[src/hw/convPkg.sv]
package convPkg;

  localparam int arrayNum   = 3;
  localparam int dataW      = 8;
  localparam int accW       = 20;
  localparam int shiftW     = 5;
  localparam int cmdCredits = 4;
  localparam int resCredits = 4;
  localparam int resDepth   = 8;
  localparam int bodyW      = 32;
  localparam int cfgPadW    = bodyW - (arrayNum - 1) - shiftW;
  localparam int cmdPtrW    = $clog2(cmdCredits);
  localparam int cmdCntW    = cmdPtrW + 1;
  localparam int resPtrW    = $clog2(resDepth);
  localparam int resCntW    = resPtrW + 1;
  localparam int resCreditW = $clog2(resCredits + 1);

  // A start word is a data beat that also opens a new window.
  typedef enum logic [1:0] {
    opCfg   = 2'd0,
    opData  = 2'd1,
    opStart = 2'd2
  } cmdOp_e;

  typedef struct packed {
    logic [cfgPadW-1:0]  pad;
    logic [shiftW-1:0]   shift;
    logic [arrayNum-2:0] passLeft;
  } cfgBody_t;

  typedef struct packed {
    logic [dataW-1:0]               weight;
    logic [arrayNum-1:0][dataW-1:0] data;
  } dataBody_t;

  // The opcode decides which view of the body is meaningful.
  typedef union packed {
    cfgBody_t  cfg;
    dataBody_t dat;
  } cmdBody_u;

  typedef struct packed {
    cmdOp_e   op;
    cmdBody_u body;
  } cmdWord_t;

  typedef struct packed {
    logic                           step;
    logic                           clearAcc;
    logic [dataW-1:0]               weight;
    logic [arrayNum-1:0][dataW-1:0] data;
  } beat_t;

  typedef struct packed {
    logic [arrayNum-2:0] passLeft;
    logic [shiftW-1:0]   shift;
  } arrayCfg_t;

  typedef struct packed {
    logic [arrayNum-1:0]            valid;
    logic [arrayNum-1:0][dataW-1:0] res;
  } resRow_t;

endpackage

[src/hw/procElem.sv]
`timescale 1ns/1ps

module procElem import convPkg::*; (
  input  logic             iClk,
  input  logic             rstN,
  input  logic             step,
  input  logic [dataW-1:0] data,
  input  logic [dataW-1:0] weight,
  input  logic             clearAcc,
  output logic [dataW-1:0] weightOut,
  output logic             clearAccOut,
  output logic [accW-1:0]  acc
);

  logic [accW-1:0] accSum;
  logic [accW-1:0] product;

  assign product = accW'(data) * accW'(weight);

  always_ff @(posedge iClk) begin
    if (!rstN) begin
      clearAccOut <= 1'b0;
    end else if (step) begin
      clearAccOut <= clearAcc;
    end
  end

  // The finished window sum moves to acc at the same step that the
  // accumulator restarts, so it sits there while clearAccOut is high.
  always_ff @(posedge iClk) begin
    if (step) begin
      weightOut <= weight;
      if (clearAcc) begin
        acc    <= accSum;
        accSum <= product;
      end else begin
        accSum <= accSum + product;
      end
    end
  end

endmodule

[src/hw/peArray.sv]
`timescale 1ns/1ps

module peArray import convPkg::*; (
  input  logic      iClk,
  input  logic      rstN,
  input  beat_t     beat,
  input  arrayCfg_t arrayCfg,
  output resRow_t   row
);

  logic [dataW-1:0]               dataCache [arrayNum];
  logic [dataW-1:0]               dataDly   [arrayNum];
  logic [dataW-1:0]               dataNext  [arrayNum];
  logic [dataW-1:0]               weightChain [arrayNum+1];
  logic [arrayNum:0]              clearChain;
  logic [accW-1:0]                acc [arrayNum];
  logic [arrayNum-1:0]            seenClear;
  logic [arrayNum-1:0]            rowValid;
  logic [arrayNum-1:0][dataW-1:0] rowRes;

  // Each element but the last may take its right neighbour's data
  // from one step back instead of its own byte.
  always_comb begin
    for (int k = 0; k < arrayNum; k++) begin
      dataNext[k] = beat.data[k];
    end
    for (int k = 0; k < arrayNum - 1; k++) begin
      if (arrayCfg.passLeft[k]) begin
        dataNext[k] = dataDly[k+1];
      end
    end
  end

  always_ff @(posedge iClk) begin
    if (!rstN) begin
      for (int k = 0; k < arrayNum; k++) begin
        dataCache[k] <= '0;
        dataDly[k]   <= '0;
      end
    end else if (beat.step) begin
      for (int k = 0; k < arrayNum; k++) begin
        dataCache[k] <= dataNext[k];
        dataDly[k]   <= dataCache[k];
      end
    end
  end

  // Weight and clear enter the chain through one register, which keeps
  // them aligned with the data caches at element 0.
  always_ff @(posedge iClk) begin
    if (beat.step) begin
      weightChain[0] <= beat.weight;
    end
  end

  always_ff @(posedge iClk) begin
    if (!rstN) begin
      clearChain[0] <= 1'b0;
    end else if (beat.step) begin
      clearChain[0] <= beat.clearAcc;
    end
  end

  for (genvar i = 0; i < arrayNum; i++) begin : genElem
    procElem uElem (
      .iClk        (iClk),
      .rstN        (rstN),
      .step        (beat.step),
      .data        (dataCache[i]),
      .weight      (weightChain[i]),
      .clearAcc    (clearChain[i]),
      .weightOut   (weightChain[i+1]),
      .clearAccOut (clearChain[i+1]),
      .acc         (acc[i])
    );
  end

  // The first clear an element sees closes no window, so it reports nothing.
  always_ff @(posedge iClk) begin
    if (!rstN) begin
      seenClear <= '0;
      rowValid  <= '0;
    end else if (beat.step) begin
      seenClear <= seenClear | clearChain[arrayNum:1];
      rowValid  <= seenClear & clearChain[arrayNum:1];
    end else begin
      rowValid  <= '0;
    end
  end

  always_ff @(posedge iClk) begin
    if (beat.step) begin
      for (int k = 0; k < arrayNum; k++) begin
        rowRes[k] <= dataW'(acc[k] >> arrayCfg.shift);
      end
    end
  end

  assign row.valid = rowValid;
  assign row.res   = rowRes;

endmodule

[src/hw/cmdDecode.sv]
`timescale 1ns/1ps

module cmdDecode import convPkg::*; (
  input  logic      iClk,
  input  logic      rstN,
  input  logic      cmdValid,
  input  cmdWord_t  cmd,
  input  logic      resRoom,
  output logic      cmdCreditReturn,
  output beat_t     beat,
  output arrayCfg_t arrayCfg
);

  cmdWord_t           cmdMem [cmdCredits];
  logic [cmdPtrW-1:0] wrPtr;
  logic [cmdPtrW-1:0] rdPtr;
  logic [cmdCntW-1:0] fill;
  logic               push;
  logic               pop;
  cmdWord_t           head;
  cfgBody_t           headCfg;
  dataBody_t          headData;

  assign push = cmdValid && (fill < cmdCntW'(cmdCredits));
  assign pop  = (fill != '0) && resRoom;

  assign head     = cmdMem[rdPtr];
  assign headCfg  = head.body.cfg;
  assign headData = head.body.dat;

  always_ff @(posedge iClk) begin
    if (push) begin
      cmdMem[wrPtr] <= cmd;
    end
  end

  always_ff @(posedge iClk) begin
    if (!rstN) begin
      wrPtr <= '0;
      rdPtr <= '0;
      fill  <= '0;
    end else begin
      wrPtr <= wrPtr + cmdPtrW'(push);
      rdPtr <= rdPtr + cmdPtrW'(pop);
      fill  <= fill + cmdCntW'(push) - cmdCntW'(pop);
    end
  end

  // Every pop frees a queue slot, so it hands a credit back at once.
  assign cmdCreditReturn = pop;

  assign beat.step     = pop && (head.op == opData || head.op == opStart);
  assign beat.clearAcc = pop && (head.op == opStart);
  assign beat.weight   = headData.weight;
  assign beat.data     = headData.data;

  // Configuration is registered, so it applies from the next beat on.
  always_ff @(posedge iClk) begin
    if (!rstN) begin
      arrayCfg <= '0;
    end else if (pop && head.op == opCfg) begin
      arrayCfg.passLeft <= headCfg.passLeft;
      arrayCfg.shift    <= headCfg.shift;
    end
  end

endmodule

[src/hw/resultPack.sv]
`timescale 1ns/1ps

module resultPack import convPkg::*; (
  input  logic    iClk,
  input  logic    rstN,
  input  resRow_t row,
  input  logic    resCreditReturn,
  output logic    resRoom,
  output logic    resValid,
  output resRow_t res
);

  resRow_t               rowMem [resDepth];
  logic [resPtrW-1:0]    wrPtr;
  logic [resPtrW-1:0]    rdPtr;
  logic [resCntW-1:0]    fill;
  logic [resCreditW-1:0] credits;
  logic                  push;
  logic                  pop;

  // Rows without any finished element carry nothing worth sending.
  assign push = |row.valid;
  assign pop  = (fill != '0) && (credits != '0);

  // Up to two rows can still be on their way from the array after the
  // decoder sees this drop, so it keeps arrayNum slots in reserve.
  assign resRoom = fill <= resCntW'(resDepth - arrayNum);

  always_ff @(posedge iClk) begin
    if (push) begin
      rowMem[wrPtr] <= row;
    end
  end

  always_ff @(posedge iClk) begin
    if (!rstN) begin
      wrPtr <= '0;
      rdPtr <= '0;
      fill  <= '0;
    end else begin
      wrPtr <= wrPtr + resPtrW'(push);
      rdPtr <= rdPtr + resPtrW'(pop);
      fill  <= fill + resCntW'(push) - resCntW'(pop);
    end
  end

  always_ff @(posedge iClk) begin
    if (!rstN) begin
      credits <= resCreditW'(resCredits);
    end else begin
      credits <= credits - resCreditW'(pop) + resCreditW'(resCreditReturn);
    end
  end

  always_ff @(posedge iClk) begin
    if (!rstN) begin
      resValid <= 1'b0;
    end else begin
      resValid <= pop;
    end
  end

  always_ff @(posedge iClk) begin
    if (pop) begin
      res <= rowMem[rdPtr];
    end
  end

endmodule

[src/hw/convRowTop.sv]
`timescale 1ns/1ps

module convRowTop import convPkg::*; (
  input  logic     iClk,
  input  logic     rstN,
  input  logic     cmdValid,
  input  cmdWord_t cmd,
  output logic     cmdCreditReturn,
  output logic     resValid,
  output resRow_t  res,
  input  logic     resCreditReturn
);

  beat_t     beat;
  arrayCfg_t arrayCfg;
  resRow_t   row;
  logic      resRoom;

  cmdDecode uDecode (
    .iClk            (iClk),
    .rstN            (rstN),
    .cmdValid        (cmdValid),
    .cmd             (cmd),
    .resRoom         (resRoom),
    .cmdCreditReturn (cmdCreditReturn),
    .beat            (beat),
    .arrayCfg        (arrayCfg)
  );

  peArray uArray (
    .iClk     (iClk),
    .rstN     (rstN),
    .beat     (beat),
    .arrayCfg (arrayCfg),
    .row      (row)
  );

  resultPack uPack (
    .iClk            (iClk),
    .rstN            (rstN),
    .row             (row),
    .resCreditReturn (resCreditReturn),
    .resRoom         (resRoom),
    .resValid        (resValid),
    .res             (res)
  );

endmodule

[config.mk]
export PLATFORM = sky130hd
export DESIGN_NAME = convRowTop
export DESIGN_NICKNAME = d
export VERILOG_FILES = /design/src/hw/convPkg.sv /design/src/hw/procElem.sv /design/src/hw/peArray.sv /design/src/hw/cmdDecode.sv /design/src/hw/resultPack.sv /design/src/hw/convRowTop.sv
export SDC_FILE = /design/constraint.sdc
export NUM_CORES = 1
export LEC_CHECK = 0
export ABC_AREA = 1
export BUFFER_PORTS_ARGS = -buffer_cell sky130_fd_sc_hd__buf_4
export CORE_MARGIN = 1
export CORE_UTILIZATION = 45
export DETAILED_ROUTE_END_ITERATION = 10
export GPL_TIMING_DRIVEN = 0
export PLACE_DENSITY = 0.59
export SLEW_MARGIN = 20
export SYNTH_ARGS = -nofsm -noshare
export SYNTH_HDL_FRONTEND = slang
export SYNTH_SLANG_ARGS = --single-unit
[constraint.sdc]
create_clock -name iClk -period 12.9 [get_ports iClk]
set_input_delay 2.58 -clock iClk [delete_from_list [all_inputs] [get_ports iClk]]
set_output_delay 2.58 -clock iClk [all_outputs]
set_load 0.02 [all_outputs]
### After elaboration in Yosys (flattened, before gate mapping)

Memories as Yosys holds them, arrays and structs flattened. A register that Yosys moved wholly into a read port is not among the register bits.
Cells that the tools add are included.

| cells by class | value |
|---|---|
| shifts and indexed selects | 3 |
| multipliers | 3 |
| muxes and demuxes | 20 |
| add/sub/neg operators | 13 |
| bitwise operators | 8 |
| reduce and logical (&&, ||, !) cells | 16 |
| order comparisons | 2 |
| equality and inequality tests | 2 |

Operators with widths:

| operator | count |
|---|---|
| two-way mux 8 bit | 8 |
| adder 20 x 16 -> 20 bit | 3 |
| right shift 20 x 5 -> 8 bit | 3 |
| multiplier 8 x 8 -> 16 bit | 3 |
| two-way mux 16 bit | 3 |
| adder 3 x 1 -> 3 bit | 4 |
| two-way mux 1 bit | 8 |
| AND reduction 2 bit | 4 |
| logical AND 1 bit | 6 |
| OR 1 bit | 6 |
| nonzero test 3 bit | 2 |
| subtractor 3 x 1 -> 3 bit | 2 |
| adder 2 x 1 -> 2 bit | 2 |
| adder 4 x 1 -> 4 bit | 1 |
| less-or-equal comparator 4 x 3 -> 1 bit, second input constant | 1 |
| nonzero test 4 bit | 1 |
| subtractor 4 x 1 -> 4 bit | 1 |
| bitwise AND 3 bit | 1 |
| less-than comparator 3 bit, second input constant | 1 |
| OR 3 bit | 1 |
| OR reduction 3 bit | 1 |
| equality test 2 x 1 -> 1 bit, second input constant | 1 |
| equality test 2 bit, second input constant | 1 |
| logical NOT 2 bit | 1 |
| other kinds (2) | 2 |

| storage, ports and cells | value |
|---|---|
| logic and storage cells | 102 |
| RAM bits | 400 |
| memories kept | 4 |
| output and inout bits | 29 |
| flip-flop bits (word level) | 206 |
| input port bits | 38 |

Memory list:

| name | words | bits a word | read ports | clocked after memory_dff | write ports | line | source |
|---|---|---|---|---|---|---|---|
| uPack.rowMem | 8 | 27 | 1 | 1 | 1 | resultPack.sv:13 | `resRow_t rowMem [resDepth];` |
| uDecode.cmdMem | 4 | 34 | 1 | 1 | 1 | cmdDecode.sv:14 | `cmdWord_t cmdMem [cmdCredits];` |
| uArray.dataCache | 3 | 8 | 3 | 0 | 3 | peArray.sv:11 | `logic [dataW-1:0] dataCache [arrayNum];` |
| uArray.dataDly | 3 | 8 | 2 | 0 | 3 | peArray.sv:12 | `logic [dataW-1:0] dataDly [arrayNum];` |

### Longest topological paths before layout

| depth | value |
|---|---|
| word-level depth | 7 |
| mapped depth | 30 |
| depth with buffers taken out | 29 |

### Hierarchy

From an unflattened synthesis, not the netlist that was laid out.

| second synthesis, totals | value |
|---|---|
| cells, all modules | 4319 |
| area total of the unflattened synthesis | 37908.9 um^2 |

By module, submodules not included:

| module | seq. area each (um^2) | cells each | instances | area each (um^2) |
|---|---|---|---|---|
| resultPack | 7577.3 | 1070 | 1 | 10944.2 |
| procElem at uArray.genElem[1].uElem ... | 1461.4 | 684 | 2 | 5302.6 |
| cmdDecode | 4364.2 | 470 | 1 | 5978.2 |
| procElem at uArray.genElem[0].uElem | 1461.4 | 684 | 1 | 5256.3 |
| peArray | 2302.2 | 727 | 1 | 5124.9 |

### Worst setup path after synthesis

Ideal clock, no wire load.

| timing path | value |
|---|---|
| path kind | in2reg |
| start point | in cmdValid |
| end point | mem uDecode.cmdMem[0][0] (netlist bit), enable pin |
| stages | 4 |
| required time | 12432 ps |
| arrival | 5187 ps |
| slack | 7245 ps |
| cell sequence | inv_1 nor2_1 inv_1 nor3_1 |

| on the way | value |
|---|---|
| cells in the longest elaborated chain, start to end | 3 |

Ends and longest elaborated chain:

| what | line | source |
|---|---|---|
| start, declared | convRowTop.sv:6 | `input logic cmdValid,` |
| logical AND 1 bit | cmdDecode.sv:24 | `assign push = cmdValid && (fill < cmdCntW'(cmdCredits));` |
| two-way mux 1 bit | cmdDecode.sv:32 | `if (push) begin` |
| two-way mux 1 bit (not written as such) | cmdDecode.sv:33 | `cmdMem[wrPtr] <= cmd;` |
| end, declared | cmdDecode.sv:14 |  |

Every way passes these cells.

==> flow_metrics.py <==
metrics = {
    "run_status": {
        "outcome": "finished clean",
    },
    "placement": {
        "pre_cts_ws_ns": 7.17,
        "dpl.hpwl_um": 68800,
        "port_buffers": 66,
        "place.gp.congestion": 0.948,
    },
    "cts": {
        "cts_root_buffer": "clkbuf_16",
        "cts_resized": 0,
        "numCtsBuffers": 73,
        "cts_hold_buf": 0,
        "htreeDepth": 3,
        "post_cts_buffers": 0,
        "cts_buffer_depth": 3,
        "cts_tree": "done",
        "clk_pin_slew_ns": 0.06,
        "clkSinkCount": 625,
        "clock_latency_ns": 0.63,
    },
    "sta": {
        "fin_crit_ns": 5.76,
        "tightest_slew_ns": 1.01,
        "totalNegativeSetupSlack_ns": 0,
        "period_share_pct": 44.6,
        "worst_clock_skew_ns": 0.0362,
        "setup_violations": 0,
        "max_freq_mhz": 174,
        "relSlewSlack_pct": 32.9,
        "maxSlewViolCount": 0,
        "setup_slack_ns": 7.14,
        "hold_viol": 0,
        "rsz0062_at_grt": "false",
    },
    "cells_and_area": {
        "nets": 4461,
        "nFillCells": 7467,
        "drive_above_1_share_pct": 7.98,
        "areaGrowthSynthToFinish_pct": 12.9,
    },
    "routing": {
        "viasPerCell": 5.10,
        "num_vias": 26700,
        "firstDrtPassIters": 6,
        "drtIter0Drc": 2037,
        "avgRoutedWirePerCell_um": 17.8,
        "ant_nets": 0,
        "wl_um": 93300,
        "drc": 0,
    },
    "floorplanning": {
        "pin_count": 67,
        "rows": 103,
        "coreArea_sq_um": 79400,
        "chipWidth_um": 286,
        "start_util_pct": 45.7,
        "fp.dieH_um": 286,
        "dieArea_sq_um": 81700,
    },
    "synthesis": {
        "syn_avg_cell_area_sq_um": 9.16,
        "postSynth.asyncResetShare_pct": 0,
        "synth.most_common_cell": "nand2_1",
        "synth_edf_count": 587,
        "yosys.area.top_type_share_pct": 48.6,
        "synth_seq_area_share_pct": 50.7,
        "synth_warnings": 0,
        "yosysTopAreaCell": "edfxtp_1",
        "ys_ff_latch": 625,
        "syn_nets": 4290,
        "synth_cell_types": 46,
        "synthTopCellsByCount": "1089 x nand2_1, 587 x edfxtp_1, 558 x inv_1",
        "postSynthCellCount": 3958,
        "yosys-top-cells-area": "edfxtp_1 49%, nand2_1 11%, fa_1 6.3%",
        "ys.flop_type": "edfxtp_1",
        "synth_area_sq_um": 36300,
    },
    "setup_path": {
        "cpMostUsedCell": "fa_1",
        "cp-end-kind": "flip-flop",
        "slowest_delay_ns": 0.55,
        "start_kind": "flip-flop",
        "crit_type": "flip-flop to flip-flop",
        "crit_slowest_cell": "fa_1",
        "required_ns": 13.28,
        "crit_chain": "clkbuf_1, nand2_1, fa_1, fa_1, inv_1, fa_1, inv_1, fa_1, inv_1, ha_1, nand2_1, a21oi_1, o21ai_0, nand4_1, and2_1, ha_1, nand2_1, o21ai_0, a21oi_1, a21oi_1, nor2_1",
        "path_max_fanout": 9,
        "worstPathArrival_ns": 6.14,
    },
    "hold_path": {
        "min_path_type": "flip-flop to flip-flop",
    },
    "job": {
        "drv_cap": 0,
    },
    "global_route": {
        "grt_pass1_vias": 26700,
        "grt_usage_pct": 23.2,
        "grt_antenna_before_repair": 3,
        "grt_start_max_net_pins": 45,
        "grt_first_pass_wirelength_um": 148000,
        "overflow": 0,
    },
}
## kinds of logic after synthesis
logic type,count (synthesis),synth area share [%]
simple gates,1838,20.6
buf+inv,740,8.26
flops,625,50.7
compound gates,424,7.02
fa+ha+maj,294,12.5
xor+xnor,37,0.894
## final timing paths
kind	from	end	slack [ns]	cells after the start
min	uArray.weightChain[30]	uArray.genElem[0].uElem.weightOut[6]	0.45	0
max reg2reg	uArray.dataCache[0][21]	uArray.genElem[2].uElem.accSum[18]	7.14	21
min reg2reg	uArray.weightChain[30]	uArray.genElem[0].uElem.weightOut[6]	0.45	0
max	uArray.dataCache[0][21]	uArray.genElem[2].uElem.accSum[18]	7.14	21
## critical path, delay by kind of cell, from the launching register on
kind | cells | cell delay [ns]
fa+ha+maj | 6 | 2.69
compound gates | 5 | 1.02
simple gates | 6 | 0.89
buf+inv | 4 | 0.62
flops | 1 | 0.32
## cell usage in the layout, fill, tap and decap left out, drive strengths merged
| cell type | n |
|---|---|
| a21boi | 5 |
| a21o | 3 |
| a21oi | 119 |
| a31oi | 1 |
| a32o | 1 |
| a32oi | 1 |
| and2 | 33 |
| and3 | 1 |
| buf | 175 |
| bufinv | 5 |
| clkbuf | 183 |
| clkinv | 34 |
| clkinvlp | 3 |
| dfxtp | 38 |
| diode | 1 |
| edfxtp | 587 |
| fa | 114 |
| ha | 180 |
| inv | 569 |
| nand2 | 1092 |
| nand3 | 220 |
| nand3b | 8 |
| nand4 | 18 |
| nor2 | 410 |
| nor3 | 24 |
| o211ai | 12 |
| o21ai | 193 |
| o21bai | 5 |
| o22ai | 29 |
| o31ai | 1 |
| o32ai | 54 |
| or2 | 32 |
| xnor2 | 24 |
| xor2 | 13 |
## routing by layer
metal | share of wire, % | track usage [%] | up-vias
li1 | - | - | 13300
met1 | 43 | 29.7 | 12600
met2 | 50 | 40.8 | 673
met3 | 4.5 | 2.61 | 170
met4 | 2.7 | 7.77 | 0
met5 | 0 | 0 | -
## area by class of cell
cell class	instances	area (sq um)	share of cell area (%)
well taps	1050	1310	3.21
plain buffers	171	851	2.08
clock buffers	91	1900	4.65
clock inverters	42	489	1.20
diodes	1	2.50	0.00611
flip-flops and latches	625	18400	44.9
multi-input cells	2593	15000	36.5
inverters	569	2140	5.24
repair buffers	96	892	2.18
## registers in the layout, indices dropped and copies added, names as in the netlist, 2 cells and up
register and cells:
uPack.rowMem 216, uDecode.cmdMem 136, uArray.genElem.uElem.accSum 60, uArray.genElem.uElem.acc 60, uPack.res 27, uArray.dataCache 24, uArray.row 24, uArray.dataDly 16
uArray.genElem.uElem.weightOut 16, uArray.weightChain 8, uDecode.arrayCfg 7, uPack.fill 4, uArray.genElem.uElem.clearAccOut 3, uArray.rowValid 3, uArray.seenClear 3, uDecode.fill 3
uPack.credits 3, uPack.rdPtr 3, uPack.wrPtr 3, uDecode.rdPtr 2, uDecode.wrPtr 2
## stage by stage
| stage | hold WS, ns | utilization [%] | std cells | cell area (sq um) |
|---|---|---|---|---|
| final | 0.454 | 51.6 | 5238 | 40900 |
| after detailed placement | 0.433 | 48.6 | 5104 | 38500 |
| after floorplan | 0.423 | - | 3958 | 36300 |
| after global routing | 0.460 | 51.6 | 5238 | 40900 |
| after CTS | 0.453 | 51.6 | 5237 | 40900 |
| after global placement | 0.432 | 48.0 | 5074 | 38100 |
Power is left out: the tool's default activity adds up to more than one toggle a clock period on the data nets, which glitch-free logic cannot reach.
